## config.mk

```make
export PLATFORM = sky130hd
export DESIGN_NAME = hazard_unit
export DESIGN_NICKNAME = d
export VERILOG_FILES = /design/src/rtl/core_cfg_pkg.sv /design/src/rtl/hazard_unit.sv
export SDC_FILE = /design/constraint.sdc
export NUM_CORES = 1
export LEC_CHECK = 0
export CORE_AREA = 2 2 39 41
export DETAILED_ROUTE_END_ITERATION = 8
export DIE_AREA = 0 0 41 43
export DONT_BUFFER_PORTS = 1
export SYNTH_ARGS = -nofsm -noshare
export SYNTH_HDL_FRONTEND = slang
export SYNTH_SLANG_ARGS = --single-unit
```

## constraint.sdc

```tcl
create_clock -name vclk -period 0.9
set_input_delay 0.045 -clock vclk [all_inputs]
set_output_delay 0.045 -clock vclk [all_outputs]
set_load 0.01 [all_outputs]
```

## src/rtl/core_cfg_pkg.sv

```systemverilog
`default_nettype none

package core_cfg_pkg;

    localparam int XLEN            = 32;
    localparam int REG_IDX_WIDTH   = 5;
    localparam int NUM_REGS        = 2 ** REG_IDX_WIDTH;
    localparam int IMEM_DEPTH_LOG2 = 8;
    localparam int DMEM_DEPTH_LOG2 = 8;

    typedef logic [XLEN-1:0]            word_t;
    typedef logic [REG_IDX_WIDTH-1:0]   reg_idx_t;
    typedef logic [IMEM_DEPTH_LOG2-1:0] imem_addr_t;
    typedef logic [DMEM_DEPTH_LOG2-1:0] dmem_addr_t;

    // Source of an EX operand
    typedef enum logic [1:0] {FWD_NONE, FWD_MEM, FWD_WB} fwd_sel_e;

endpackage

`default_nettype wire

```

## src/rtl/hazard_unit.sv

```systemverilog
`default_nettype none

module hazard_unit
    import core_cfg_pkg::*;
(
    input  wire reg_idx_t id_rs1,
    input  wire reg_idx_t id_rs2,
    input  wire           ex_mem_read,
    input  wire reg_idx_t ex_rd,
    output logic          stall
);

    logic rd_live;
    logic src_match;

    // Unused sources arrive as x0 and never match
    assign rd_live   = ex_mem_read && (ex_rd != '0);
    assign src_match = (ex_rd == id_rs1) || (ex_rd == id_rs2);

    // Load result is not ready before EX of the next instruction
    assign stall = rd_live && src_match;

endmodule

`default_nettype wire

```

==> impl_metrics.env <==
export IMPL_status="finished, final reports clean"
export IMPL_hold_path_cell_count=2
export IMPL_final_core_util_pct=10.49
export IMPL_top_layer="met3"
export IMPL_seq_area_um2=0
export IMPL_synth_mux_area_share_pct=0
export IMPL_yosys_area_share_adder_pct=0
export IMPL_max_freq_mhz=1197
export IMPL_slew_headroom_pct=81.40
export IMPL_hold_path_class="in -> out"
export IMPL_cpMaxStageDelayCell="or4_1"
export IMPL_max_stage_delay_ns=0.51
export IMPL_wl_per_cell_um=10.48
export IMPL_routed_wl_met2_um=191
export IMPL_m1WireLength_um=110
export IMPL_gp_congestion=0.5726
export IMPL_final_setup_worst_slack_ns=0.06481
export IMPL_area_growth_synth_to_final_pct=16.00
export IMPL_antenna_found_initial=0
export IMPL_rows=14
export IMPL_dpl_cell_area_um2=145.1
export IMPL_min_period_ns=0.8352
export IMPL_overflow=0
export IMPL_fp_dieArea_um2=1763
export IMPL_synth_xor_area_share_pct=70.00
export IMPL_postSynthAreaPerCell_um2=7.360
export IMPL_critPathKind="in -> out"
export IMPL_dieHeight_um=43
export IMPL_ys_top_cells_by_count="6 x xor2_1, 4 x xnor2_1, 2 x nand3_1, 2 x nor3_1"
export IMPL_hold_end="stall"
export IMPL_rsz0062_at_grt="false"
export IMPL_multi_input_area_um2=125.1
export IMPL_placedCellCount=33
export IMPL_synth_most_common_cell="xor2_1"
export IMPL_timing_max_cap_violations=0
export IMPL_dieWidth_um=41
export IMPL_maxSlewViolCount=0
export IMPL_drcViolationCount=0
export IMPL_crit_arrival_ns=0.79
export IMPL_worst_hold_startpoint="ex_mem_read"
export IMPL_core_area_um2=1384
export IMPL_wl_met3_um=44
export IMPL_pwr_share_clk_pct=0
export IMPL_grt_pass1_wl_um=427
export IMPL_post_place_ws_ns=0.06023
export IMPL_n_clock_buffer=0
export IMPL_synth_compound_area_share_pct=8.000
export IMPL_ys_seq_area_share_pct=0
export IMPL_drtAntennaViolNets=0
export IMPL_p_switching_mw=0.01744
export IMPL_p_sw_share_pct=37.89
export IMPL_finalCritPeriodShare_pct=92.80
export IMPL_crit_required_ns=0.85
export IMPL_drive_gt1_share_pct=0
export IMPL_sequentialPowerShare_pct=0
export IMPL_viasPerCell=3.697
export IMPL_finalWirelength_um=346
export IMPL_crit_fanout=3
export IMPL_drtPass1Iterations=1
export IMPL_worst_slew_pin_slew_ns=0.2799
export IMPL_powerDensity_nw_per_um2=317.1
export IMPL_final_nets=35
export IMPL_hold_buffers=0
export IMPL_ir_drop_v=0.00002709
export IMPL_instances_no_fill=33
export IMPL_syn_cell_area_um2=125.1
export IMPL_tns_ns=0
export IMPL_synth_cells=17
export IMPL_synth_top_family_by_area="XOR/XNOR gates"
export IMPL_ios=17
export IMPL_ys_warn_count=0
export IMPL_grt_pass1_vias=111
export IMPL_p_leak_nw=0.03990
export IMPL_seq_cell_count=0
export IMPL_drtIter0Drc=0
export IMPL_initial_core_util_pct=9.042
export IMPL_pwr_share_comb_pct=100.0
export IMPL_nFillCells=161
export IMPL_synth_cell_types=7
export IMPL_finalHoldViolations=0
export IMPL_p_int_mw=0.02859
export IMPL_cts_setup_buffers=0
export IMPL_syn_nets=33
export IMPL_grt_max_degree=4
export IMPL_cts_resized=0
export IMPL_io_buffers=0
export IMPL_synth_area_leaders="xor2_1 42%, xnor2_1 28%, nand3_1 8.0%"
export IMPL_worst_path_buf_inv=0
export IMPL_yosys_area_share_simple_pct=22.00
export IMPL_setup_viol=0
export IMPL_yosys_area_top_type="xor2_1"
export IMPL_crit_path_start_kind="input pin"
export IMPL_fin_area_um2=145.1
export IMPL_antenna_cells=0
export IMPL_vias=122
export IMPL_crit_chain="or4_1, o21ai_1, a21oi_1"
export IMPL_cp_top_family="simple AND/OR/NAND/NOR gates"
export IMPL_critPathCaptureType="output pin"
export IMPL_synth_top_area_share_pct=42.00
export IMPL_grtUsageTotal_pct=3.297
## placed cells by master (no fill, tap or decap)
cell	netlist	layout
xnor2_1	4	4
nor3_1	2	2
or4_1	1	1
a21oi_1	1	1
xor2_1	6	6
o21ai_1	1	1
nand3_1	2	2
## stage by stage
| stage | total power [mW] | hold slack, ns |
|---|---|---|
| global placement | 0.04547 | 0.2314 |
| floorplan | 0.04129 | 0.2074 |
| CTS | 0.04732 | 0.2411 |
| detailed placement | 0.04659 | 0.2357 |
| global route | 0.05163 | 0.2535 |
| finish | 0.04602 | 0.2354 |
## how the worst max path moves through the flow
stage / startpoint / to / slack [ns] / depth (start not counted)
floorplan: ex_rd[1] / stall / 0.11 / 3
global placement: ex_rd[1] / stall / 0.06 / 3
detailed placement: ex_rd[1] / stall / 0.06 / 3
CTS: ex_rd[1] / stall / 0.05 / 3
global route: ex_rd[1] / stall / 0.006 / 3
finish: ex_rd[1] / stall / 0.06 / 3
## power groups by stage
stage / Clock, mW / Combinational (mW) / Sequential, mW
5_1_grt: 0 / 0.0516 / 0
4_1_cts: 0 / 0.0473 / 0
3_3_place_gp: 0 / 0.0455 / 0
6_report: 0 / 0.0460 / 0
2_1_floorplan: 0 / 0.0413 / 0
3_5_place_dp: 0 / 0.0466 / 0
## routing by layer
metal	up-vias	global-route usage (%)
met3	0	0
met5	-	0
met2	9	7.187
met4	0	0
met1	54	3.165
li1	59	-
## logic make-up (layout without fill, tap and decap cells)
family | after synthesis | count (layout)
AO/OA/AOI/OAI | 2 | 2
XOR/XNOR | 10 | 10
AND/OR/NAND/NOR | 5 | 5
## area by class of cell
class | instances | area share (%)
Multi-Input combinational cell | 17 | 86.21
Tap cell | 16 | 13.79
No activity file was read; power rests on OpenSTA's default activity.
