[src/rtl/core_cfg_pkg.sv]
`default_nettype none

package core_cfg_pkg;

    localparam int XLEN            = 32;
    localparam int REG_IDX_WIDTH   = 5;
    localparam int NUM_REGS        = 2 ** REG_IDX_WIDTH;
    localparam int IMEM_DEPTH_LOG2 = 8;
    localparam int DMEM_DEPTH_LOG2 = 8;

    typedef logic [XLEN-1:0]            word_t;
    typedef logic [REG_IDX_WIDTH-1:0]   reg_idx_t;
    typedef logic [IMEM_DEPTH_LOG2-1:0] imem_addr_t;
    typedef logic [DMEM_DEPTH_LOG2-1:0] dmem_addr_t;

    // Source of an EX operand
    typedef enum logic [1:0] {FWD_NONE, FWD_MEM, FWD_WB} fwd_sel_e;

endpackage

`default_nettype wire

[src/rtl/forwarding_unit.sv]
`default_nettype none

module forwarding_unit
    import core_cfg_pkg::*;
(
    input  wire reg_idx_t ex_rs1,
    input  wire reg_idx_t ex_rs2,
    input  wire word_t    ex_rd_data1,
    input  wire word_t    ex_rd_data2,
    input  wire           mem_reg_write,
    input  wire reg_idx_t mem_rd,
    input  wire word_t    mem_result,
    input  wire           wb_reg_write,
    input  wire reg_idx_t wb_rd,
    input  wire word_t    wb_result,
    output fwd_sel_e      fwd_sel_a,
    output fwd_sel_e      fwd_sel_b,
    output word_t         op_a,
    output word_t         op_b
);

    // Youngest producer first
    function automatic fwd_sel_e select_source(input reg_idx_t src);
        if (mem_reg_write && mem_rd != '0 && mem_rd == src) begin
            return FWD_MEM;
        end else if (wb_reg_write && wb_rd != '0 && wb_rd == src) begin
            return FWD_WB;
        end
        return FWD_NONE;
    endfunction

    function automatic word_t operand(input fwd_sel_e sel, input word_t reg_val);
        case (sel)
            FWD_MEM: return mem_result;
            FWD_WB:  return wb_result;
            default: return reg_val;
        endcase
    endfunction

    always_comb begin
        fwd_sel_a = select_source(ex_rs1);
        fwd_sel_b = select_source(ex_rs2);
        op_a      = operand(fwd_sel_a, ex_rd_data1);
        op_b      = operand(fwd_sel_b, ex_rd_data2);
    end

endmodule

`default_nettype wire

[config.mk]
export PLATFORM = sky130hd
export DESIGN_NAME = forwarding_unit
export DESIGN_NICKNAME = d
export VERILOG_FILES = /design/src/rtl/core_cfg_pkg.sv /design/src/rtl/forwarding_unit.sv
export SDC_FILE = /design/constraint.sdc
export NUM_CORES = 1
export LEC_CHECK = 0
export BUFFER_PORTS_ARGS = -buffer_cell sky130_fd_sc_hd__buf_2
export CAP_MARGIN = 20
export CORE_ASPECT_RATIO = 1.4
export CORE_MARGIN = 3
export CORE_UTILIZATION = 30
export DETAILED_ROUTE_END_ITERATION = 7
export PLACE_DENSITY = 0.73
export SLEW_MARGIN = 20
export SYNTH_ARGS = -nofsm -noshare
export SYNTH_HDL_FRONTEND = slang
export SYNTH_SLANG_ARGS = --single-unit
export TNS_END_PERCENT = 10
[constraint.sdc]
create_clock -name vclk -period 2.13
set_clock_uncertainty 0.15 [all_clocks]
set_input_delay 0.1065 -clock vclk [all_inputs]
set_output_delay 0.1065 -clock vclk [all_outputs]
set_load 0.02 [all_outputs]
==> flow_summary.json <==
{
  "area_growth_syn_to_layout_pct": 58.4,
  "synth_top_family_by_area": "compound AO/OA/AOI/OAI gates",
  "yosys.area_share.simple": 0.372,
  "synth_top_area_frac": 0.216,
  "muxShareOfSynthArea": 0,
  "postRouteAntennaNets": 0,
  "grtUsageTotal": 0.269,
  "synth_nets": 510,
  "start_util": 0.315,
  "post_drt_wl_per_cell_um": 19.9,
  "dr_total_vias": 4229,
  "cts-hold-fix-buffers": 0,
  "maxSlewHeadroom": 0.504,
  "seqCellArea_um2": 0,
  "slew_violations": 0,
  "combPwrFrac": 1.000,
  "path_class": "in2out",
  "die_w_um": 78.8,
  "fin_nets": 701,
  "grt_pass1_vias": 3936,
  "overflow": 0,
  "finish.instance_area_um2": 3530,
  "worstSetupStartpointType": "input pin",
  "syn-cell-area_um2": 2230,
  "io_pins": 218,
  "ys_seq_area_frac": 0,
  "switching_share": 0.641,
  "design.seq.count": 0,
  "fin_crit_ns": 2.11,
  "leakagePower_nw": 1.41,
  "synth-xor-area-share": 0.0786,
  "cp_common_cell": "buf_2",
  "grt_start_max_net_pins": 39,
  "ys_types": 20,
  "outcome": "complete, no violations",
  "final_layout_size_suffix_gt1_frac": 0.488,
  "critPathSlowestCell": "or4_4",
  "p_per_area_nw_per_um2": 268,
  "place_area_um2": 3450,
  "multi_input_area_um2": 1970,
  "synth-compound-area-share": 0.414,
  "drtPass1Iterations": 5,
  "ys_warn_count": 0,
  "hold_viol": 0,
  "fin_util": 0.499,
  "synth_top_cell_by_area": "o31ai_1",
  "fin_tns_setup_ns": 0,
  "synth_fa_ha_area_frac": 0,
  "p_sw_uw": 606,
  "syn_avg_cell_area_um2": 6.19,
  "irDropWorstVdd_v": 0.000184,
  "die_h_um": 108,
  "grt_pass1_wl_mm": 18.9,
  "synth_area_leaders": "o31ai_1, nand4_1, a31oi_1, nor3_1, clkbuf_1",
  "syn_inst": 360,
  "min_path_type": "in2out",
  "core_um2": 7070,
  "drt-total-wl_mm": 12.8,
  "critical_path.max_stage_delay_ns": 0.57,
  "fmax_ghz": 0.474,
  "crit_chain": "buf_2 -> or4_4 -> o211ai_4 -> clkbuf_4 -> nor3_1 -> a31oi_1 -> buf_2",
  "viasPerCell": 6.57,
  "p_int_uw": 339,
  "fill_cells": 742,
  "seq_power_share": 0,
  "critPathRequiredTime_ns": 1.87,
  "port_buffers": 218,
  "finalPower_uw": 945,
  "rows": 36,
  "setup_violations": 0,
  "drc": 0,
  "crit_fanout": 10,
  "holdWs_ns": 0.438,
  "clock_buffers": 0,
  "dieArea_um2": 8510,
  "antenna_found_initial": 0,
  "drt_iter0_drc": 500,
  "critPathArrivalTime_ns": 1.85,
  "n_antenna_cell": 0,
  "dp_hpwl_mm": 9.43,
  "place.gp.congestion": 0.942,
  "crit_buf_inv": 3,
  "clkPwrFrac": 0,
  "end_kind": "output pin",
  "rsz0062_at_grt": "true",
  "cap_violations": 0,
  "tightest_slew_ns": 0.744,
  "min_period_over_period": 0.991,
  "path_delay_family": "simple AND/OR/NAND/NOR gates"
}
cell type report:
cell class / instances / share of cell area
multi-input cells: 296 / 0.558
inverters: 2 / 0.00213
repair buffers: 251 / 0.407
well taps: 95 / 0.0337
cell usage after synthesis (all sizes together):
| master | n |
|---|---|
| nand4 | 66 |
| nor3 | 66 |
| a31oi | 64 |
| o31ai | 64 |
| clkbuf | 34 |
| buf | 28 |
| xnor2 | 10 |
| xor2 | 10 |
| or2 | 4 |
| inv | 2 |
| nor2 | 2 |
| nor4 | 2 |
| o211ai | 2 |
| or3 | 2 |
| or4 | 2 |
| o21a | 1 |
| o21ai | 1 |
timing repair:
item,CTS,global route
setup buffers,0,2
endpoints found under the setup margin,0,40
gates resized for setup,0,10
path summary, 6_finish.rpt:
check                        from       end  slack (ns)  depth (start not counted)
hold / removal    ex_rd_data1[26]  op_a[26]        0.44                          4
setup / recovery        mem_rd[0]  op_b[19]        0.02                          7
cell families (layout without fill, tap and decap cells):
| kind of cell | Yosys count | after routing |
|---|---|---|
| AOI/OAI and AO/OA | 132 | 132 |
| buffers and inverters | 64 | 253 |
| and+or+nand+nor | 144 | 144 |
| xor gates and xnor gates | 20 | 20 |
per-layer routing:
metal  routed length [um]  up-vias  GRT usage
met5                    0        -          0
met4                  588        0      0.144
met3                 1370       79     0.0308
met2                 6360      381      0.477
met1                 4470     1889      0.313
li1                     -     1880          -
worst min-delay path: cells and delay by family:
kind,cells,cell delay (ns)
AOI/OAI and AO/OA,2,0.12
buffers and inverters,2,0.26
layout by cell type (no fill, tap or decap):
| cell type | n |
|---|---|
| buf_2 | 216 |
| a31oi_1 | 64 |
| o211ai_2 | 1 |
| xnor2_1 | 10 |
| nor3_1 | 64 |
| o21ai_4 | 1 |
| buf_12 | 5 |
| inv_2 | 2 |
| nor3_2 | 2 |
| nor4_2 | 2 |
| o21a_2 | 1 |
| or2_1 | 1 |
| buf_4 | 25 |
| or2_4 | 1 |
| nor2_2 | 2 |
| clkbuf_4 | 1 |
| nand4_1 | 66 |
| or3_1 | 2 |
| buf_6 | 3 |
| clkbuf_16 | 1 |
| or2_2 | 2 |
| xor2_1 | 10 |
| o211ai_4 | 1 |
| or4_4 | 2 |
| o31ai_1 | 64 |
power by group through the flow:
stage | clock (mW) | sequential [mW] | combinational [mW]
floorplan | 0 | 0 | 0.495
global placement | 0 | 0 | 0.888
detailed placement | 0 | 0 | 0.894
CTS | 0 | 0 | 0.897
global route | 0 | 0 | 1.00
finish | 0 | 0 | 0.945
metrics by stage:
stage          std cells  setup WS (ns)
5_1_grt              644        -0.0133
2_1_floorplan        360          0.250
6_report             644         0.0189
4_1_cts              640         0.0669
3_3_place_gp         640         0.0838
3_5_place_dp         640         0.0684
No activity file was read; power rests on OpenSTA's default activity.
