## src/rtl/core_cfg_pkg.sv

```systemverilog
`default_nettype none

package core_cfg_pkg;

    localparam int XLEN            = 32;
    localparam int REG_IDX_WIDTH   = 5;
    localparam int NUM_REGS        = 2 ** REG_IDX_WIDTH;
    localparam int IMEM_DEPTH_LOG2 = 8;
    localparam int DMEM_DEPTH_LOG2 = 8;

    typedef logic [XLEN-1:0]            word_t;
    typedef logic [REG_IDX_WIDTH-1:0]   reg_idx_t;
    typedef logic [IMEM_DEPTH_LOG2-1:0] imem_addr_t;
    typedef logic [DMEM_DEPTH_LOG2-1:0] dmem_addr_t;

    // Source of an EX operand
    typedef enum logic [1:0] {FWD_NONE, FWD_MEM, FWD_WB} fwd_sel_e;

endpackage

`default_nettype wire

```

## src/rtl/regfile.sv

```systemverilog
`default_nettype none

module regfile
    import core_cfg_pkg::*;
(
    input  wire           sys_clk,
    input  wire           rst_n,
    input  wire           wr_en,
    input  wire reg_idx_t wr_idx,
    input  wire word_t    wr_data,
    input  wire reg_idx_t rd_idx1,
    input  wire reg_idx_t rd_idx2,
    output word_t         rd_data1,
    output word_t         rd_data2
);

    // x0 has no storage
    word_t regs [1:NUM_REGS-1];

    always_ff @(posedge sys_clk) begin
        if (!rst_n) begin
            for (int i = 1; i < NUM_REGS; i++) begin
                regs[i] <= '0;
            end
        end else if (wr_en && wr_idx != '0) begin
            regs[wr_idx] <= wr_data;
        end
    end

    // Write-back value bypasses the array in the same cycle
    function automatic word_t read_port(input reg_idx_t idx);
        if (idx == '0) begin
            return '0;
        end else if (wr_en && wr_idx == idx) begin
            return wr_data;
        end
        return regs[idx];
    endfunction

    always_comb begin
        rd_data1 = read_port(rd_idx1);
        rd_data2 = read_port(rd_idx2);
    end

endmodule

`default_nettype wire

```

## config.mk

```make
export PLATFORM = sky130hd
export DESIGN_NAME = regfile
export DESIGN_NICKNAME = d
export VERILOG_FILES = /design/src/rtl/core_cfg_pkg.sv /design/src/rtl/regfile.sv
export SDC_FILE = /design/constraint.sdc
export NUM_CORES = 2
export LEC_CHECK = 0
export BUFFER_PORTS_ARGS = -buffer_cell sky130_fd_sc_hd__buf_4
export CORE_MARGIN = 2
export CORE_UTILIZATION = 50
export DETAILED_ROUTE_END_ITERATION = 10
export PLACE_DENSITY = 0.66
export SKIP_CTS_REPAIR_TIMING = 1
export SYNTH_ARGS = -nofsm -noshare
export SYNTH_HDL_FRONTEND = slang
export SYNTH_SLANG_ARGS = --single-unit
```

## constraint.sdc

```tcl
create_clock -name sys_clk -period 4.1 [get_ports sys_clk]
set_input_delay 0.205 -clock sys_clk [delete_from_list [all_inputs] [get_ports sys_clk]]
set_output_delay 0.205 -clock sys_clk [all_outputs]
set_load 0.005 [all_outputs]
```

==> flow_results.org <==
** Run status
- The flow ran to the end, and the final reports show no timing, DRC or antenna violations.

** Cells and area
- Share of the core filled with cells in the final layout :: 57.0%
- Proportion of layout cells with a drive suffix above 1 :: 25.8%
- The register with the most flip-flops in the layout has 1024 of them.
- Footprint of the multi-input gates :: 0.0237 mm^2
- Area delta synth->final :: 13.2%
- Fill cells in the final layout number roughly 8600.
- Registers take 0.0307 mm^2.
- Most frequent standard cell in the layout excluding fill and tap cells :: sky130_fd_sc_hd__edfxtp_1
- The largest registers in the layout are regs: 1024 flops.
- Ranked by flip-flop count, first place goes to regs.
- Number of nets at the end of the flow :: 3824
- Leading cell types in the layout, fill and taps excluded :: sky130_fd_sc_hd__edfxtp_1 (1024), sky130_fd_sc_hd__and2_1 (1009), sky130_fd_sc_hd__mux4_2 (428)

** STA
- In this run the tightest slew margin relative to its limit is 5.03%.
- Setup repair after global routing left no endpoint under its margin.
- Summed over all failing endpoints, the final setup total negative slack is 0 ns.
- The clock period could shrink to 3.29 ns.
- Actual slew at the worst max-slew pin :: 1.42 ns
- The count of final max-slew check failures came to 0.
- Count of final hold-check violations :: 0
- Static timing analysis puts the maximum clock frequency at 0.304 GHz.
- Setup violations remaining at the end of the flow were counted as 0.
- Tcrit/Tclk final :: 80.3%

** Flow run
- Across the run, the number of max-cap violations was 0.

** Floorplanning
- Row count :: 122
- I/O pin total :: 114
- The die is ~340 um tall.
- Initial Utilization :: around half
- The floorplan step defined a die boundary enclosing 0.114 mm^2.
- Core region area :: between 0.1 and 0.15 mm^2
- From left edge to right edge, the die measures 338 um.

** Critical path
- On the worst path, the slowest cell contributes a delay of 0.52 ns.
- Crit path required time :: around 4 ns
- The critical path contains buffers and inverters numbering 3 combined.
- Top delay family on crit path :: compound AO/OA/AOI/OAI gates
- By startpoint and endpoint, the worst setup path is classified as input port to output port.
- Max FO, Critical Path :: 44
- Crit-path cells :: buf_8, xnor2_1, nand3_1, o21ai_4, buf_4, a211oi_1, a211o_1, buf_4
- STA classifies the critical path startpoint as an input port.
- Cell type of the slowest stage on the worst timing path :: sky130_fd_sc_hd__o21ai_4
- Critical path endpoint category :: output port
- Dominant cell type by count on the critical path :: sky130_fd_sc_hd__buf_4
- Critical path data arrival time :: 3.09 ns

** Synthesis
- A synthesized cell averages 14.9 um^2.
- Post-Syn Area :: 0.0556 mm^2
- Post-synthesis cell type count :: 60
- Portion of the post-synthesis area used by sequential elements :: 55.3%
- Warning count from the yosys run :: 0
- The most used flip-flop cell after synthesis is sky130_fd_sc_hd__edfxtp_1.
- Synthesis produced approximately 3700 cells.
- In the synthesized netlist the async set-or-reset flop fraction comes to 0%.
- Counting flops with a built-in enable in the synthesized netlist gives ~1000.
- Register bit count reported by yosys :: 1024

** Global route
- Global routing consumed, on the met1 layer, 46.1% of the routing resources.
- Global routing finished with a remaining overflow of 0.
- Entering global routing, the biggest net connects 90 pins.
- The first global-routing pass estimated 271000 um of wire.
- Global routing used 34.0% of the available tracks across all layers.
- The initial antenna violation count was 22.
- In this run the most used layer during global routing was met2.
- The via count of the first global-routing pass was 36500.
- Met3 demand-to-capacity share in global routing :: roughly 8.9%
- For met2 alone, demand over resource in global routing was 52.0%.

** CTS
- Maximum number of buffers from clock root to sink :: 3
- Number of clock buffers inserted by TritonCTS :: 110
- Clock-pin slew was measured on the worst setup and hold paths at 0.06 ns.
- The tree built by TritonCTS fans out to 1024 sinks.
- CTS HTree Levels :: 3
- TritonCTS built the clock tree.
- The tree is rooted in a sky130_fd_sc_hd__clkbuf_16.

** Power and ir drop
- The analysis attributes to cell leakage a power of roughly 0.022 uW.
- Ratio of total power to cell area :: 416 mW/mm^2
- VDD IR max :: 0.000346 V

** Placement
- Number of buffers added on ports :: 113
- Final GP Congestion :: around 0.87
- Final HPWL DP :: 115000 um

** Route
- In the routed layout, each cell is associated on average with a via count of 6.78.
- Routed vias :: 36400
- Final routed DRC violation total :: 0
- Wires add up to 193000 um.
- In this run the remaining antenna-violating nets after routing total 0.
- Count of TritonRoute iterations in the first routing pass :: 5
- After detailed routing, the average wire length per cell comes to 36.0 um.
- Iteration-0 DRC Markers :: 5684

** Worst hold path
- Hold crit path type :: input port to register
worst paths after layout:
kind | end | cells past startpoint | startpoint
max | rd_data2[0] | 8 | rd_idx2[1]
min | regs[0][2] | 1 | wr_data[2]
metal layers:
metal / share of wire (%) / wire (um)
met3: 12 / 23700
met5: 0.038 / 73
met2: 45 / 87700
met1: 37 / 72200
met4: 4.9 / 9520
cell type report:
| class | instances | share of cell area, % |
|---|---|---|
| diodes | 10 | 0.0397 |
| clock buffers | 132 | 4.60 |
| clock inverters | 75 | 1.27 |
| repair buffers | 309 | 4.56 |
| well taps | 1488 | 2.96 |
| inverters | 18 | 0.111 |
| flip-flops and latches | 1024 | 48.8 |
| multi-input cells | 2311 | 37.6 |
power by group:
part / internal, uW / total [uW] / switching, uW
combinational: 1440 / 3400 / 1960
clock: 6040 / 10400 / 4370
sequential: 12100 / 12400 / 302
total: 19600 / 26200 / 6630
cell families (layout without fill, tap and decap cells):
group,Yosys count,in the layout,share of synthesized area [%]
AO/OA/AOI/OAI,362,362,4.70
XOR/XNOR,10,10,0.157
buffers and inverters,423,534,3.51
flip-flops,1024,1024,55.3
multiplexers,712,712,23.5
other,1,42,0.00674
AND/OR/NAND/NOR,1195,1195,12.9
cell usage after synthesis (5+ instances only):
library cell,instances,area [um^2]
sky130_fd_sc_hd__o211ai_1,42,315
sky130_fd_sc_hd__a31oi_1,17,106
sky130_fd_sc_hd__a211o_1,18,158
sky130_fd_sc_hd__a21oi_1,42,210
sky130_fd_sc_hd__edfxtp_1,1024,30700
sky130_fd_sc_hd__buf_6,22,248
sky130_fd_sc_hd__buf_2,55,275
sky130_fd_sc_hd__nand3b_1,5,37.5
sky130_fd_sc_hd__mux4_2,428,9640
sky130_fd_sc_hd__a221o_1,41,410
sky130_fd_sc_hd__mux4_1,32,841
sky130_fd_sc_hd__o22ai_1,24,150
sky130_fd_sc_hd__and2_1,1010,6320
sky130_fd_sc_hd__xnor2_1,6,52.6
sky130_fd_sc_hd__inv_1,17,63.8
sky130_fd_sc_hd__buf_4,12,90.1
sky130_fd_sc_hd__nand2_1,76,285
sky130_fd_sc_hd__nor2b_1,18,113
sky130_fd_sc_hd__a22oi_1,38,285
sky130_fd_sc_hd__o21ai_0,58,290
sky130_fd_sc_hd__mux2i_1,212,2120
sky130_fd_sc_hd__mux2_2,40,450
sky130_fd_sc_hd__nor2_1,49,184
sky130_fd_sc_hd__clkbuf_1,289,1080
sky130_fd_sc_hd__buf_1,17,63.8
sky130_fd_sc_hd__a221oi_1,33,289
sky130_fd_sc_hd__nor3_1,6,30.0
sky130_fd_sc_hd__o21bai_1,5,37.5
sky130_fd_sc_hd__a211oi_1,31,233
sky130_fd_sc_hd__nand3_1,15,75.1
per-stage QoR:
step / hold slack, ns / cells / setup WS, ns / power (uW) / area [um^2]
2_1_floorplan: 0.304 / 3758 / 0.323 / 14500 / 55700
3_3_place_gp: 0.638 / 5119 / 0.884 / 15900 / 58900
3_5_place_dp: 0.640 / 5119 / 0.903 / 15900 / 58900
4_1_cts: -0.115 / 5326 / 0.907 / 26100 / 62600
5_1_grt: 0.0158 / 5359 / 0.833 / 26800 / 62900
6_report: 0.0665 / 5367 / 0.807 / 26200 / 63000
No activity file was read; power rests on OpenSTA's default activity.
