## config.mk

```make
export PLATFORM = sky130hd
export DESIGN_NAME = alu
export DESIGN_NICKNAME = d
export VERILOG_FILES = /design/src/rtl/rv_isa_pkg.sv /design/src/rtl/core_cfg_pkg.sv /design/src/rtl/alu.sv
export SDC_FILE = /design/constraint.sdc
export NUM_CORES = 1
export LEC_CHECK = 0
export BUFFER_PORTS_ARGS = -buffer_cell sky130_fd_sc_hd__clkbuf_2
export CORE_MARGIN = 1
export CORE_UTILIZATION = 29
export DETAILED_ROUTE_END_ITERATION = 16
export GPL_TIMING_DRIVEN = 1
export PLACE_DENSITY = 0.54
export SLEW_MARGIN = 20
export SYNTH_ARGS = -nofsm -noshare
export SYNTH_HDL_FRONTEND = slang
export SYNTH_SLANG_ARGS = --single-unit
```

## constraint.sdc

```tcl
create_clock -name vclk -period 5.1
set_input_delay 0.51 -clock vclk [all_inputs]
set_output_delay 0.51 -clock vclk [all_outputs]
set_load 0.02 [all_outputs]
```

## src/rtl/rv_isa_pkg.sv

```systemverilog
`default_nettype none

package rv_isa_pkg;

    // Instruction field widths
    localparam int INSTR_WIDTH  = 32;
    localparam int OPCODE_WIDTH = 7;
    localparam int FUNCT3_WIDTH = 3;
    localparam int FUNCT7_WIDTH = 7;
    localparam int IMM_WIDTH    = 12;

    typedef logic [INSTR_WIDTH-1:0] instr_t;

    // Major opcodes of the RV32I slice
    typedef enum logic [OPCODE_WIDTH-1:0] {
        OP_LOAD  = 7'b0000011,
        OP_IMM   = 7'b0010011,
        OP_STORE = 7'b0100011,
        OP_REG   = 7'b0110011
    } opcode_e;

    // funct3 / funct7 codes used by the subset
    localparam logic [FUNCT3_WIDTH-1:0] F3_ADD  = 3'b000;
    localparam logic [FUNCT3_WIDTH-1:0] F3_WORD = 3'b010;
    localparam logic [FUNCT3_WIDTH-1:0] F3_XOR  = 3'b100;
    localparam logic [FUNCT3_WIDTH-1:0] F3_OR   = 3'b110;
    localparam logic [FUNCT3_WIDTH-1:0] F3_AND  = 3'b111;
    localparam logic [FUNCT7_WIDTH-1:0] F7_BASE = 7'b0000000;
    localparam logic [FUNCT7_WIDTH-1:0] F7_SUB  = 7'b0100000;

    typedef enum logic [2:0] {ALU_ADD, ALU_SUB, ALU_AND, ALU_OR, ALU_XOR} alu_op_e;

endpackage

`default_nettype wire

```

## src/rtl/core_cfg_pkg.sv

```systemverilog
`default_nettype none

package core_cfg_pkg;

    localparam int XLEN            = 32;
    localparam int REG_IDX_WIDTH   = 5;
    localparam int NUM_REGS        = 2 ** REG_IDX_WIDTH;
    localparam int IMEM_DEPTH_LOG2 = 8;
    localparam int DMEM_DEPTH_LOG2 = 8;

    typedef logic [XLEN-1:0]            word_t;
    typedef logic [REG_IDX_WIDTH-1:0]   reg_idx_t;
    typedef logic [IMEM_DEPTH_LOG2-1:0] imem_addr_t;
    typedef logic [DMEM_DEPTH_LOG2-1:0] dmem_addr_t;

    // Source of an EX operand
    typedef enum logic [1:0] {FWD_NONE, FWD_MEM, FWD_WB} fwd_sel_e;

endpackage

`default_nettype wire

```

## src/rtl/alu.sv

```systemverilog
`default_nettype none

module alu
    import rv_isa_pkg::*;
    import core_cfg_pkg::*;
(
    input  wire alu_op_e op,
    input  wire word_t   a,
    input  wire word_t   b,
    output word_t        result
);

    always_comb begin
        case (op)
            ALU_ADD: result = a + b;
            ALU_SUB: result = a - b;
            ALU_AND: result = a & b;
            ALU_OR:  result = a | b;
            ALU_XOR: result = a ^ b;
            default: result = '0;
        endcase
    end

endmodule

`default_nettype wire

```

==> out/metrics.csv, run 1 <==
metric,value,unit
gp_congestion,0.882,
overflow,0,
postSynthAreaPerCell,6.75,µm²
fin_setup_tns,0,ns
first_pass_iters,5,
power_per_cell_area,131,nW/µm²
p_total,0.000638,W
antenna_found_initial,0,
initial_core_util,29.9,%
synthXorXnorAreaFrac,11.9,%
synth_compound_area_share,31.5,%
finalHoldViolations,0,
fmax,211,MHz
drt_iter0_drc,255,
cts_hold_buffers,0,
cap_violations,0,
slew_headroom,60.5,%
ys_seq_area_share,0,%
nClkBuffers,0,
worst_pin_slew,0.593,ns
synth-simple-area-share,17.8,%
period_needed,4.74,ns
seqCellArea,0,µm²
slew_viol_final,0,
worstSetupPathType,in -> out,
synth_top_family_by_area,compound AO/OA/AOI/OAI gates,
yosysWarnings,0,
grt_use_total,17.7,%
holdWs,1.56,ns
run_status,completed,
p_leak,2.42,nW
synth.area.mux_share,0.478,%
synthCells,620,
crit_arrival,4.23,ns
final-setup-viol-count,0,
finalCritPeriodShare,92.9,%
die_y,122,µm
cp-end-kind,primary output,
cp.required,4.59,ns
drive_above_1_share,17.6,%
viasPerCell,5.20,
area_delta_synth_final,16.6,%
ys_types,54,
diodes,0,
grt_pass1_wl,21700,µm
layout_common_cells,"clkbuf_2, ha_1, inv_1",
final_common_cell,clkbuf_2,
cp-start-kind,input pin,
rows,43,
nFlopsAndLatches,0,
hpwl,10800,µm
routedWlPerCell,15.0,µm
place_ws,0.289,ns
wirelength,13200,µm
layout.nets,865,
synth_top_area_share,28.7,%
ctsResizeCount,0,
synth_area_leaders,"ha_1, xnor2_1, a21oi_1",
first_global_vias,4338,
synth_nets,784,
dieArea,14900,µm²
drc,0,
synthAdderAreaFrac,29.2,%
ir_drop,0.0505,mV
worstHoldPathType,in -> out,
postCtsSetupBuffers,0,
yosys.area.top_type,ha_1,
antenna_left,0,
setup_ws,0.361,ns
worstPathMaxFanout,6,
port_buffers,99,
syn_area,4190,µm²
routed-via-count,4567,
die_x,122,µm
core_area,14000,µm²
grt_max_degree,30,
rsz0062_at_grt,no,
io_pins,99,
-- layout make-up --
| type | count | area, µm² |
|---|---|---|
| Multi-Input combinational cell | 519 | 3810 |
| Fill cell | 1568 | 9100 |
| Timing Repair Buffer | 109 | 583 |
| Inverter | 71 | 267 |
| Tap cell | 180 | 225 |
-- stage by stage --
step | instances | util (%) | cell area, µm²
CTS | 879 | 34.9 | 4880
global placement | 879 | 34.9 | 4880
finish | 879 | 34.9 | 4880
floorplan | 620 | - | 4190
global route | 879 | 34.9 | 4880
detailed placement | 879 | 34.9 | 4880
-- worst max-delay path: stages --
cell and delay [ns]:
clkbuf_2 0.15, nor4_1 0.48, nand2_1 0.13, nor2_2 0.25, and4_1 0.30, a41oi_1 0.17, xnor2_1 0.16, ha_1 0.42
a21o_1 0.17, a31oi_1 0.06, o221a_2 0.26, o21ai_0 0.13, o21ba_2 0.21, o31a_1 0.32, mux2i_1 0.12, o21ai_1 0.18
clkbuf_2 0.20
-- synth_stat cells, types with 6 or more instances --
| master | number |
|---|---|
| xnor2_1 | 45 |
| a211oi_1 | 16 |
| o21ai_0 | 39 |
| nand2_1 | 35 |
| clkbuf_1 | 26 |
| a21o_1 | 12 |
| inv_1 | 70 |
| nor2_1 | 59 |
| nand4_1 | 8 |
| o21ai_1 | 9 |
| xor2_1 | 12 |
| nand3_1 | 7 |
| nand2b_1 | 6 |
| ha_1 | 96 |
| a31oi_1 | 19 |
| a21oi_1 | 66 |
-- metal layers --
layer  track usage (%)  wire length, µm
met1              24.9             6600
met2              31.2             6130
met3             0.562              410
met4             0.915               66
met5                 0                0
-- final timing paths --
kind	slack [ns]	cells after the start	start	endpoint
worst max-delay path	0.36	17	b[8]	result[30]
worst min-delay path	1.56	4	op[1]	result[28]
-- where the power goes --
group          switching (W)  total [W]  leakage, nW  internal, W
registers                  0          0            0            0
clock network              0          0            0            0
logic               0.000387   0.000638         2.42     0.000251
-- cells by family (layout without fill, tap and decap cells) --
logic type / after synthesis / count (layout)
xor gates and xnor gates: 57 / 57
and+or+nand+nor: 153 / 153
buffers and inverters: 101 / 180
AOI/OAI and AO/OA: 210 / 210
adders and majority gates: 97 / 97
muxes: 2 / 2
No activity file was read; power rests on OpenSTA's default activity.
==> run 2, diff against run 1 <==
Settings changed: CORE_UTILIZATION 29 to 52, PLACE_DENSITY 0.54 to 0.86.
Clock period 5.1 ns to 4.2 ns, I/O delays scaled along.
==> run 2 against run 1 <==
The flow now finishes with violations (negative setup slack). Sequential cell count unchanged. Combinational power increased by 50%. Setup slack got worse by 0.40 ns. Non-clock buffer count increased by 73. Utilization increased by 38 points. Die area decreased by 44%. Cell count decreased by 0.57%. Global-route usage increased by 13 points. Critical path depth increased by 1. Via count increased by 15%. Routed wire length increased by 8.7%. Power increased by 50%. Critical path type unchanged. Critical endpoint is now result[18]. Largest power group unchanged.
==> out/metrics.csv, run 2 (synthesis results as in run 1) <==
metric,value,unit
dieArea,8410,µm²
crit_arrival,3.82,ns
antenna_found_initial,0,
finalHoldViolations,0,
first_global_vias,4810,
multiInputGateArea,4120,µm²
io_pins,99,
final-setup-viol-count,3,
slew_headroom,58.6,%
crit_path_top_delay_cell,or2_2,
viasPerCell,6.02,
p_total,0.000957,W
p_leak,2.86,nW
cap_violations,0,
cts_hold_buffers,0,
first_pass_iters,5,
drive_above_1_share,30.2,%
run_status,"complete, but fails checks",
slew_viol_final,0,
worst_pin_slew,0.621,ns
grt_pass1_wl,22100,µm
power_per_cell_area,169,nW/µm²
wirelength,14400,µm
rsz0062_at_grt,yes,
drt_iter0_drc,306,
final_common_cell,ha_1,
place_ws,-0.173,ns
fillCellCount,608,
ir_drop,0.0935,mV
worstHoldPathType,in -> out,
drc,0,
diodes,0,
nFlopsAndLatches,0,
die_x,91.7,µm
layout.nets,938,
fmax,236,MHz
max_stage_delay,0.32,ns
routedWlPerCell,16.4,µm
hpwl,10800,µm
layout_common_cells,"ha_1, buf_4, clkbuf_2",
gp_congestion,0.968,
violations,negative setup slack,
cp-end-kind,primary output,
finalCritPeriodShare,101,%
rows,32,
core_area,7770,µm²
nClkBuffers,0,
cp.required,3.78,ns
worstPathMaxFanout,3,
cp-start-kind,input pin,
seqCellArea,0,µm²
grt_use_total,31.0,%
grt_max_degree,27,
antenna_left,0,
overflow,0,
setup_ws,-0.0392,ns
area_delta_synth_final,35.6,%
routed-via-count,5258,
initial_core_util,53.9,%
die_y,91.7,µm
period_needed,4.24,ns
port_buffers,99,
holdWs,1.37,ns
worstSetupPathType,in -> out,
worstPathCellList,buf_8 > nor4_4 > buf_4 > and2_4 > nand3_4 > buf_4 > o21ai_0 > xnor2_1 > ha_1 > or2_2 > a21oi_1 > a21oi_2 > a31oi_1 > buf_4 > o21ai_0 > xnor2_1 > o21ai_0 > clkbuf_2,
-- run 2: cell types whose count changed in the layout (fill, tap and decap cells not counted), moves of 4 or more --
cell      delta
a21oi_1      -6
buf_6        +5
o21ai_1      +6
clkbuf_2    -15
nor2_1       -4
buf_2        +7
ha_1         -5
o21ai_0      -7
nor4_1       -4
buf_4       +76
-- run 2: cell type report --
cell class,count,share of cell area [%]
inverters,71,4.69
multi-input cells,519,72.5
well taps,102,2.25
repair buffers,182,20.5
-- run 2: worst max-delay path: cells and delay by family --
family          cells  cell delay (ns)
simple gates        4             0.85
xor+xnor            2             0.32
fa+ha+maj           1             0.26
compound gates      6             1.13
buf+inv             5             0.83
-- run 2: path summary, 6_finish.rpt --
check / start / endpoint / slack [ns] / cells past startpoint
max: b[2] / result[18] / -0.04 / 18
min: op[1] / result[1] / 1.37 / 4
-- run 2: power by group --
| part | internal (W) | switching [W] |
|---|---|---|
| logic | 0.000424 | 0.000533 |
| clock network | 0 | 0 |
| registers | 0 | 0 |
| total | 0.000424 | 0.000533 |
-- run 2: through the flow --
stage / std cells / area [µm²] / setup TNS, ns / utilization (%)
finish: 874 / 5680 / -0.0813 / 73.1
global route: 874 / 5680 / -1.58 / 73.1
CTS: 863 / 5290 / -0.0204 / 68.1
detailed placement: 863 / 5240 / -1.18 / 67.4
global placement: 863 / 5240 / -0.491 / 67.4
floorplan: 620 / 4190 / 0 / -
-- run 2: what timing repair did --
action | 4_1_cts | 5_1_grt
buffers inserted | 0 | 11
resized for setup | 11 | 81
setup endpoints to repair | 13 | 17
pin swaps | 1 | 44
-- run 2: per-layer routing --
layer | track usage [%] | vias to the layer above | wire length (µm)
li1 | - | 2515 | -
met1 | 41.4 | 2463 | 6190
met2 | 55.7 | 231 | 6940
met3 | 1.33 | 49 | 831
met4 | 4.95 | 0 | 399
met5 | 0 | - | 0
