==> src/rtl/rv_isa_pkg.sv <==
`default_nettype none

package rv_isa_pkg;

    // Instruction field widths
    localparam int INSTR_WIDTH  = 32;
    localparam int OPCODE_WIDTH = 7;
    localparam int FUNCT3_WIDTH = 3;
    localparam int FUNCT7_WIDTH = 7;
    localparam int IMM_WIDTH    = 12;

    typedef logic [INSTR_WIDTH-1:0] instr_t;

    // Major opcodes of the RV32I slice
    typedef enum logic [OPCODE_WIDTH-1:0] {
        OP_LOAD  = 7'b0000011,
        OP_IMM   = 7'b0010011,
        OP_STORE = 7'b0100011,
        OP_REG   = 7'b0110011
    } opcode_e;

    // funct3 / funct7 codes used by the subset
    localparam logic [FUNCT3_WIDTH-1:0] F3_ADD  = 3'b000;
    localparam logic [FUNCT3_WIDTH-1:0] F3_WORD = 3'b010;
    localparam logic [FUNCT3_WIDTH-1:0] F3_XOR  = 3'b100;
    localparam logic [FUNCT3_WIDTH-1:0] F3_OR   = 3'b110;
    localparam logic [FUNCT3_WIDTH-1:0] F3_AND  = 3'b111;
    localparam logic [FUNCT7_WIDTH-1:0] F7_BASE = 7'b0000000;
    localparam logic [FUNCT7_WIDTH-1:0] F7_SUB  = 7'b0100000;

    typedef enum logic [2:0] {ALU_ADD, ALU_SUB, ALU_AND, ALU_OR, ALU_XOR} alu_op_e;

endpackage

`default_nettype wire

==> src/rtl/core_cfg_pkg.sv <==
`default_nettype none

package core_cfg_pkg;

    localparam int XLEN            = 32;
    localparam int REG_IDX_WIDTH   = 5;
    localparam int NUM_REGS        = 2 ** REG_IDX_WIDTH;
    localparam int IMEM_DEPTH_LOG2 = 8;
    localparam int DMEM_DEPTH_LOG2 = 8;

    typedef logic [XLEN-1:0]            word_t;
    typedef logic [REG_IDX_WIDTH-1:0]   reg_idx_t;
    typedef logic [IMEM_DEPTH_LOG2-1:0] imem_addr_t;
    typedef logic [DMEM_DEPTH_LOG2-1:0] dmem_addr_t;

    // Source of an EX operand
    typedef enum logic [1:0] {FWD_NONE, FWD_MEM, FWD_WB} fwd_sel_e;

endpackage

`default_nettype wire

==> src/rtl/decoder.sv <==
`default_nettype none

module decoder
    import rv_isa_pkg::*;
    import core_cfg_pkg::*;
(
    input  wire instr_t instr,
    output reg_idx_t    rs1,
    output reg_idx_t    rs2,
    output reg_idx_t    rd,
    output logic        reg_write,
    output logic        mem_read,
    output logic        mem_write,
    output logic        use_imm,
    output alu_op_e     alu_op,
    output word_t       imm
);

    logic [FUNCT3_WIDTH-1:0] funct3;
    logic [FUNCT7_WIDTH-1:0] funct7;
    logic [IMM_WIDTH-1:0]    imm_i;
    logic [IMM_WIDTH-1:0]    imm_s;
    logic                    known;

    assign funct3 = instr[14:12];
    assign funct7 = instr[31:25];
    assign imm_i  = instr[31:20];
    assign imm_s  = {instr[31:25], instr[11:7]};

    always_comb begin
        rs1       = instr[19:15];
        rs2       = '0;
        rd        = instr[11:7];
        reg_write = 1'b0;
        mem_read  = 1'b0;
        mem_write = 1'b0;
        use_imm   = 1'b1;
        alu_op    = ALU_ADD;
        imm       = {{(XLEN - IMM_WIDTH){imm_i[IMM_WIDTH-1]}}, imm_i};
        known     = 1'b0;

        case (instr[OPCODE_WIDTH-1:0])
            OP_REG: begin
                rs2       = instr[24:20];
                use_imm   = 1'b0;
                reg_write = 1'b1;
                known     = 1'b1;
                case ({funct7, funct3})
                    {F7_BASE, F3_ADD}: alu_op = ALU_ADD;
                    {F7_SUB, F3_ADD}:  alu_op = ALU_SUB;
                    {F7_BASE, F3_AND}: alu_op = ALU_AND;
                    {F7_BASE, F3_OR}:  alu_op = ALU_OR;
                    {F7_BASE, F3_XOR}: alu_op = ALU_XOR;
                    default:           known  = 1'b0;
                endcase
            end
            OP_IMM: begin
                // ADDI only
                reg_write = 1'b1;
                known     = (funct3 == F3_ADD);
            end
            OP_LOAD: begin
                reg_write = 1'b1;
                mem_read  = 1'b1;
                known     = (funct3 == F3_WORD);
            end
            OP_STORE: begin
                rs2       = instr[24:20];
                rd        = '0;
                mem_write = 1'b1;
                imm       = {{(XLEN - IMM_WIDTH){imm_s[IMM_WIDTH-1]}}, imm_s};
                known     = (funct3 == F3_WORD);
            end
            default: known = 1'b0;
        endcase

        // Anything outside the subset is a no-op
        if (!known) begin
            rs1       = '0;
            rs2       = '0;
            rd        = '0;
            reg_write = 1'b0;
            mem_read  = 1'b0;
            mem_write = 1'b0;
        end
    end

endmodule

`default_nettype wire

==> config.mk <==
export PLATFORM = sky130hd
export DESIGN_NAME = decoder
export DESIGN_NICKNAME = d
export VERILOG_FILES = /design/src/rtl/rv_isa_pkg.sv /design/src/rtl/core_cfg_pkg.sv /design/src/rtl/decoder.sv
export SDC_FILE = /design/constraint.sdc
export NUM_CORES = 1
export LEC_CHECK = 0
export BUFFER_PORTS_ARGS = -buffer_cell sky130_fd_sc_hd__buf_2
export CORE_MARGIN = 2
export CORE_UTILIZATION = 34
export DETAILED_ROUTE_END_ITERATION = 10
export MAX_ROUTING_LAYER = met4
export PLACE_DENSITY = 0.89
export SLEW_MARGIN = 5
export SYNTH_ARGS = -nofsm -noshare
export SYNTH_HDL_FRONTEND = slang
export SYNTH_SLANG_ARGS = --single-unit
==> constraint.sdc <==
create_clock -name vclk -period 3.9
set_input_delay 0.78 -clock vclk [all_inputs]
set_output_delay 0.78 -clock vclk [all_outputs]
set_load 0.03 [all_outputs]
==> metrics.txt, run 1 <==
CTS Hold Buffers Added 0; setup ws final ~730 ps; Final Max Tran Viols 0; Post-CTS Resized 0; share of cells above drive strength 1 66.4%; core area between 0.0015 and 0.002 mm2; CP max stage delay 410 ps; postcts setup bufs 0; Pleak 0.485 nW; initial DRC count 8; global-route wire length before repair 2500 um; most frequent CP cell buf_2; YS warnings 0; kind of critical path in2out; Req. time, crit path 3120 ps; largest net degree at the start of global routing 23; Critical Path AT roughly 2400 ps; DRT Pass-1 Iters 4; Final Hold Vio Count 0; status completed; Finished Core Util 49.2%; Startpoint Class input pin; Syn Std Cell Area a little under 600 um2; Synth Instances 83; total number of vias 782; Final Cycle Share between 80% and 90%; detailed placement HPWL roughly 1600 um; Worst-Margin Slew 568 ps; fin crit period ~3200 ps; Int Pwr 29.7 uW; die height 45.7 um; setup TNS 0 ps; Routed WL 1850 um; post-synthesis sequential area ratio 0%; switching part of the total power about two thirds; Slew headroom ~62%; Seq pwr share 0%; clock power share 0%; Final Power roughly 89 uW; most frequent cells in the layout buf_2 (86), a21boi_1 (10), nand2_1 (5), mux2_2 (5), and2_1 (5); # clk buffers 0; fin area 831 um2; Post-DP Area 831 um2; # DRC 0; most common cell after layout, fill and taps aside buf_2; total congestion overflow 0; pwr/cell area 108 mW/mm2; P_sw 59.7 uW; Final Setup Violations 0; crit path max fanout 11; vias in the first global route roughly 600; P&R area growth vs syn 40.4%; layout net count 174; DR vias/cell between 4 and 5; post-place setup slack roughly 740 ps; Antenna diodes 0; max_cap viols 0; WL/cell 11.8 um; Seq cells 0; CP Capture Type output pin; gpl congestion 0.752; buffers added on ports 86; Worst path slowest cell nand3_1; die area between 0.002 and 0.0025 mm2; register area 0 um2; Placement Rows 15; unrepaired setup endpoints after global routing false; IO Pins 86; starting density of the core 35.0%; Distinct cells, synth 27; Peak VDD IR between 0.04 and 0.05 mV; Fmax 315 MHz; power share of the combinational group 100.0%; die width approximately 46 um; GRT Overall Usage 16.0%; Hold Crit Class in2out; Post-DRT Antenna Nets 0; CP cell instances buf_2 > nand4b_1 > nor3_1 > nand3_1 > a21boi_0 > buf_2; initial antenna violation count 0; Syn Nets between 100 and 150; Synth Area per Inst approximately 7 um2
[stage by stage]
step	std cells	hold slack, ps
after floorplan	83	1670
after global placement	157	1830
after detailed placement	157	1830
final	157	1830
after global routing	157	1840
after CTS	157	1830
[routing by layer]
metal / GRT usage [%] / up-vias / wire length, um
li1: - / 390 / -
met1: 19.5 / 332 / 716
met3: 0 / 4 / 149
met4: 4.57 / 0 / 30
met5: - / - / 0
met2: 28.7 / 56 / 955
[area by class of cell]
class	instances	area, um2
fill	167	858
timing repair buffer	86	430
multi-input combinational	53	375
tap	17	21.3
inverter	1	3.75
[cell families after synthesis]
logic type,after synthesis,synth area share [%]
mux,5,9.51
simple gates,31,32.1
compound gates,17,21.8
buf+inv,30,36.6
[critical path, delay by kind of cell]
family	cells	cell delay [ps]
simple gates	3	980
buf+inv	2	330
compound gates	1	290
[Yosys cell counts (all sizes together), types with 2 or more instances]
cell / instances / share of area [%]
buf: 29 / 36
a21boi: 11 / 14
and2: 5 / 5.3
mux2: 5 / 9.5
nand2: 5 / 3.2
nor2: 4 / 2.5
nor4: 3 / 5.3
a211oi: 2 / 2.5
nand3: 2 / 1.7
nor3: 2 / 1.7
nor3b: 2 / 2.5
[path summary, 6_finish.rpt]
check / start / endpoint / slack, ps / depth (start not counted)
hold / removal: instr[28] / imm[8] / 1830 / 2
setup / recovery: instr[6] / rs1[4] / 730 / 6
[power groups by stage]
stage	sequential [mW]	clock [mW]	combinational, mW
2_1_floorplan	0	0	0.0702
3_3_place_gp	0	0	0.0877
3_5_place_dp	0	0	0.0897
4_1_cts	0	0	0.0899
5_1_grt	0	0	0.0958
6_report	0	0	0.0895
Power figures use the tool's default switching activity.
==> run 2, diff against run 1 <==
--- a/config.mk
+++ b/config.mk
@@ -7,10 +7,10 @@
 export LEC_CHECK = 0
 export BUFFER_PORTS_ARGS = -buffer_cell sky130_fd_sc_hd__buf_2
 export CORE_MARGIN = 2
-export CORE_UTILIZATION = 34
+export CORE_UTILIZATION = 29
 export DETAILED_ROUTE_END_ITERATION = 10
 export MAX_ROUTING_LAYER = met4
-export PLACE_DENSITY = 0.89
+export PLACE_DENSITY = 0.81
 export SLEW_MARGIN = 5
 export SYNTH_ARGS = -nofsm -noshare
 export SYNTH_HDL_FRONTEND = slang
==> constraint.sdc (replaced) <==
create_clock -name vclk -period 2.8
set_input_delay 0.56 -clock vclk [all_inputs]
set_output_delay 0.56 -clock vclk [all_outputs]
set_load 0.03 [all_outputs]
==> metrics.txt, run 2 (synthesized netlist as in run 1, its figures left out) <==
hold path depth 2 (unchanged); Startpoint Class input pin; switching part of the total power 66.4% (-0.43 points); Slew headroom 63.6% (+1.8 points); most frequent cells in the layout buf_2 (86), a21boi_1 (10), nand2_1 (5), mux2_2 (5), and2_1 (5); clock power share 0% (unchanged); largest net degree at the start of global routing 23 (unchanged); # clk buffers 0 (unchanged); initial antenna violation count 0 (unchanged); register area 0 um2 (unchanged); core area 0.00194 mm2 (+15%); die height 49.2 um (+7.6%); Fmax 379 MHz; setup TNS 0 ps (unchanged); Final Cycle Share 94.2%; crit path max fanout 11 (unchanged); Int Pwr 41.9 uW (+41%); CP max stage delay 300 ps (-110 ps); Top Family by Delay on Critical Path simple AND/OR/NAND/NOR gates; total congestion overflow 0 (unchanged); status completed; Hold Slack 1390 ps (-441 ps); unrepaired setup endpoints after global routing false; CP cell instances buf_2 > nor4_2 > buf_4 > and3_1 > nand3_1 > a21boi_1 > buf_2; GRT Overall Usage 14.6% (-1.4 points); die area 0.00242 mm2 (+16%); Peak VDD IR 0.0652 mV (+40%); gpl congestion 0.742 (-1.2%); Critical Path AT 2080 ps (-310 ps); CP Capture Type output pin; fin crit period 2640 ps; buffers added on ports 86 (unchanged); global-route wire length before repair 2840 um (+14%); postcts setup bufs 0 (unchanged); total number of vias 790 (+1.0%); initial DRC count 4 (-4); most common cell after layout, fill and taps aside buf_2; WP buf/inv 3 (+1); P_sw 82.7 uW (+38%); Finished Core Util 44.2% (-5.0 points); max_cap viols 0 (unchanged); Hold Path Origin instr[28]; kind of critical path in2out; layout net count 176 (+1.1%); Pleak 0.496 nW (+2.2%); Worst-Margin Slew 542 ps (-26.5 ps); Post-DRT Antenna Nets 0 (unchanged); P&R area growth vs syn 45.0%; Seq cells 0 (unchanged); Routed WL 1830 um (-0.97%); pwr/cell area 145 mW/mm2 (+35%); power share of the combinational group 100.0% (about the same); fin area 858 um2 (+3.3%); die width 49.2 um (+7.6%); Worst path slowest cell nand3_1; most frequent CP cell buf_2; WL/cell 10.9 um (-8.0%); Hold EP imm[8]; DR vias/cell 4.67 (-6.2%); Antenna diodes 0 (unchanged); Placement Rows 16 (+1); DRT Pass-1 Iters 4 (unchanged); detailed placement HPWL 1620 um (-0.72%); share of cells above drive strength 1 66.9% (+0.47 points); IO Pins 86 (unchanged); # DRC 0 (unchanged); CP Depth 7 (+1); Req. time, crit path 2240 ps (-880 ps); Final Hold Vio Count 0 (unchanged); starting density of the core 30.5% (-4.6 points); Post-DP Area 858 um2 (+3.3%); Final Max Tran Viols 0 (unchanged); Final Setup Violations 0 (unchanged); Hold Crit Class in2out; Post-CTS Resized 0 (unchanged); CTS Hold Buffers Added 0 (unchanged); vias in the first global route 685 (+13%); Seq pwr share 0% (unchanged)
[run 2: cell types whose count changed in the layout (fill, tap and decap cells not counted)]
cell	change
buf_4	+2
[run 2: area by class of cell]
type	count	area [um2]
timing repair buffer	88	445
fill	207	1080
multi-input combinational	53	375
inverter	1	3.75
tap	27	33.8
[run 2: worst max path at each step]
stage,start,to,slack [ps]
after floorplan,instr[25],alu_op[2],120
after global placement,instr[25],rs1[4],240
after detailed placement,instr[25],rs1[1],190
after CTS,instr[25],rs1[1],170
after global routing,instr[25],rs1[4],30
final,instr[25],rs1[1],160
[run 2: per-layer routing]
metal  global-route usage [%]  vias up  wire length, um
li1                         -      389                -
met1                     15.4      331              666
met2                     30.0       68              896
met3                    0.920        2              249
met4                     1.43        0               22
met5                        -        -                0
[run 2: per-stage QoR]
stage          worst slack (ps)  total power [mW]  cells
4_1_cts                     175             0.126    169
3_5_place_dp                194             0.125    169
3_3_place_gp                238             0.124    169
5_1_grt                    27.1             0.132    169
6_report                    162             0.125    169
2_1_floorplan               119            0.0977     83
[run 2: power groups by stage]
stage | logic, mW | registers (mW) | clock network (mW)
after floorplan | 0.0977 | 0 | 0
after global placement | 0.124 | 0 | 0
after detailed placement | 0.125 | 0 | 0
after CTS | 0.126 | 0 | 0
after global routing | 0.132 | 0 | 0
final | 0.125 | 0 | 0
==> run 3, diff against run 2 <==
--- a/config.mk
+++ b/config.mk
@@ -7,10 +7,10 @@
 export LEC_CHECK = 0
 export BUFFER_PORTS_ARGS = -buffer_cell sky130_fd_sc_hd__buf_2
 export CORE_MARGIN = 2
-export CORE_UTILIZATION = 29
+export CORE_UTILIZATION = 32
 export DETAILED_ROUTE_END_ITERATION = 10
 export MAX_ROUTING_LAYER = met4
-export PLACE_DENSITY = 0.81
+export PLACE_DENSITY = 0.85
 export SLEW_MARGIN = 5
 export SYNTH_ARGS = -nofsm -noshare
 export SYNTH_HDL_FRONTEND = slang
==> constraint.sdc (replaced) <==
create_clock -name vclk -period 2.9
set_input_delay 0.58 -clock vclk [all_inputs]
set_output_delay 0.58 -clock vclk [all_outputs]
set_load 0.03 [all_outputs]
==> metrics.txt, run 3 (synthesized netlist as in run 1, its figures left out) <==
status completed; Fmax approximately 360 MHz; hold path depth 2 (unchanged); most frequent CP cell buf_2; Top Family by Delay on Critical Path simple AND/OR/NAND/NOR gates; DR vias/cell 4.75 (+1.5%); Post-CTS Resized 0 (unchanged); Final Cycle Share 94.9%; most frequent cells in the layout buf_2 (86), a21boi_1 (10), nand2_1 (5), mux2_2 (5), and2_1 (5); postcts setup bufs 0 (unchanged); switching part of the total power 66.8% (+0.44 points); most common cell after layout, fill and taps aside buf_2; setup TNS 0 ps (unchanged); CP max stage delay 440 ps (+140 ps); power share of the combinational group 100.0% (about the same); total congestion overflow 0 (unchanged); share of cells above drive strength 1 66.7% (-0.23 points); unrepaired setup endpoints after global routing false; layout net count 175 (-0.57%); Hold Path Origin instr[28]; Int Pwr 40.1 uW (-4.3%); IO Pins 86 (unchanged); # DRC 0 (unchanged); P_sw 80.7 uW (-2.4%); Final Setup Violations 0 (unchanged); Multi-input gate area 375 um2 (unchanged); Final Hold Vio Count 0 (unchanged); buffers added on ports 86 (unchanged); max_cap viols 0 (unchanged); detailed placement HPWL 1740 um (+7.3%); Worst path slowest cell nor4_2; Peak VDD IR 0.0762 mV (+17%); Slew headroom 58.0% (-5.6 points); Startpoint Class input pin; DRT Pass-1 Iters 4 (unchanged); crit path max fanout 11 (unchanged); initial DRC count 9 (+5); die width 47.0 um (-4.4%); # clk buffers 0 (unchanged); global-route wire length before repair 2350 um (-17%); die height 47.0 um (-4.4%); largest net degree at the start of global routing 23 (unchanged); FILL cells 186 (-10%); Critical Path AT 2170 ps (+90 ps); kind of critical path in2out; Final Max Tran Viols 0 (unchanged); Worst-Margin Slew 625 ps (+83.3 ps); WP buf/inv 2 (-1); Pleak 0.490 nW (-1.1%); die area 0.00221 mm2 (-8.6%); starting density of the core 34.3% (+3.8 points); Seq cells 0 (unchanged); fin crit period 2750 ps; gpl congestion 0.731 (-1.6%); CTS Hold Buffers Added 0 (unchanged); Antenna diodes 0 (unchanged); pwr/cell area 142 mW/mm2 (-1.9%); register area 0 um2 (unchanged); CP Capture Type output pin; Post-DRT Antenna Nets 0 (unchanged); total number of vias 788 (-0.25%); vias in the first global route 592 (-14%); CP cell instances buf_2 > nor4_2 > and3_1 > nand3_1 > a21boi_0 > buf_2; initial antenna violation count 0 (unchanged); Routed WL 1940 um (+5.8%); clock power share 0% (unchanged); Finished Core Util 49.1% (+4.9 points); Hold Crit Class in2out; Req. time, crit path 2320 ps (+80 ps); GRT Overall Usage 14.5% (-0.15 points); P&R area growth vs syn 43.3%; core area 0.00173 mm2 (-11%); Seq pwr share 0% (unchanged); Hold EP imm[8]; Placement Rows 15 (-1); WL/cell 11.7 um (+7.7%)
[run 3: cell count changes in the layout (fill, tap and decap cells not counted), sizes merged]
cell / previous run / this run
buf: 88 / 87
[run 3: metrics by stage]
stage | hold WS (ps) | total power [mW] | worst slack (ps) | cell area, um2 | cells
5_1_grt | 1440 | 0.128 | 80.0 | 848 | 166
6_report | 1430 | 0.121 | 148 | 848 | 166
2_1_floorplan | 1270 | 0.0944 | 179 | 592 | 83
3_3_place_gp | 1430 | 0.118 | 277 | 848 | 166
3_5_place_dp | 1430 | 0.121 | 173 | 848 | 166
4_1_cts | 1430 | 0.121 | 155 | 848 | 166
[run 3: how the worst max path moves through the flow]
stage | startpoint | end | slack (ps) | cells past startpoint
floorplan | instr[25] | alu_op[2] | 180 | 4
global placement | instr[25] | rs1[4] | 280 | 6
detailed placement | instr[25] | rs1[4] | 170 | 6
CTS | instr[25] | rs1[4] | 160 | 6
global route | instr[25] | rs1[0] | 80 | 6
finish | instr[25] | rs1[4] | 150 | 6
[run 3: power groups by stage]
stage | logic [mW] | registers, mW | clock network [mW]
after floorplan | 0.0944 | 0 | 0
after global placement | 0.118 | 0 | 0
after detailed placement | 0.121 | 0 | 0
after CTS | 0.121 | 0 | 0
after global routing | 0.128 | 0 | 0
final | 0.121 | 0 | 0
[run 3: metal layers]
metal | vias up | GRT usage [%] | routed length (um)
li1 | 388 | - | -
met1 | 352 | 18.4 | 762
met2 | 46 | 25.5 | 1020
met3 | 2 | 0 | 137
met4 | 0 | 3.33 | 19
met5 | - | - | 0
[run 3: layout make-up]
cell class / count / area share [%]
Inverter: 1 / 0.442
Multi-Input combinational cell: 53 / 44.2
Tap cell: 25 / 3.69
Timing Repair Buffer: 87 / 51.6
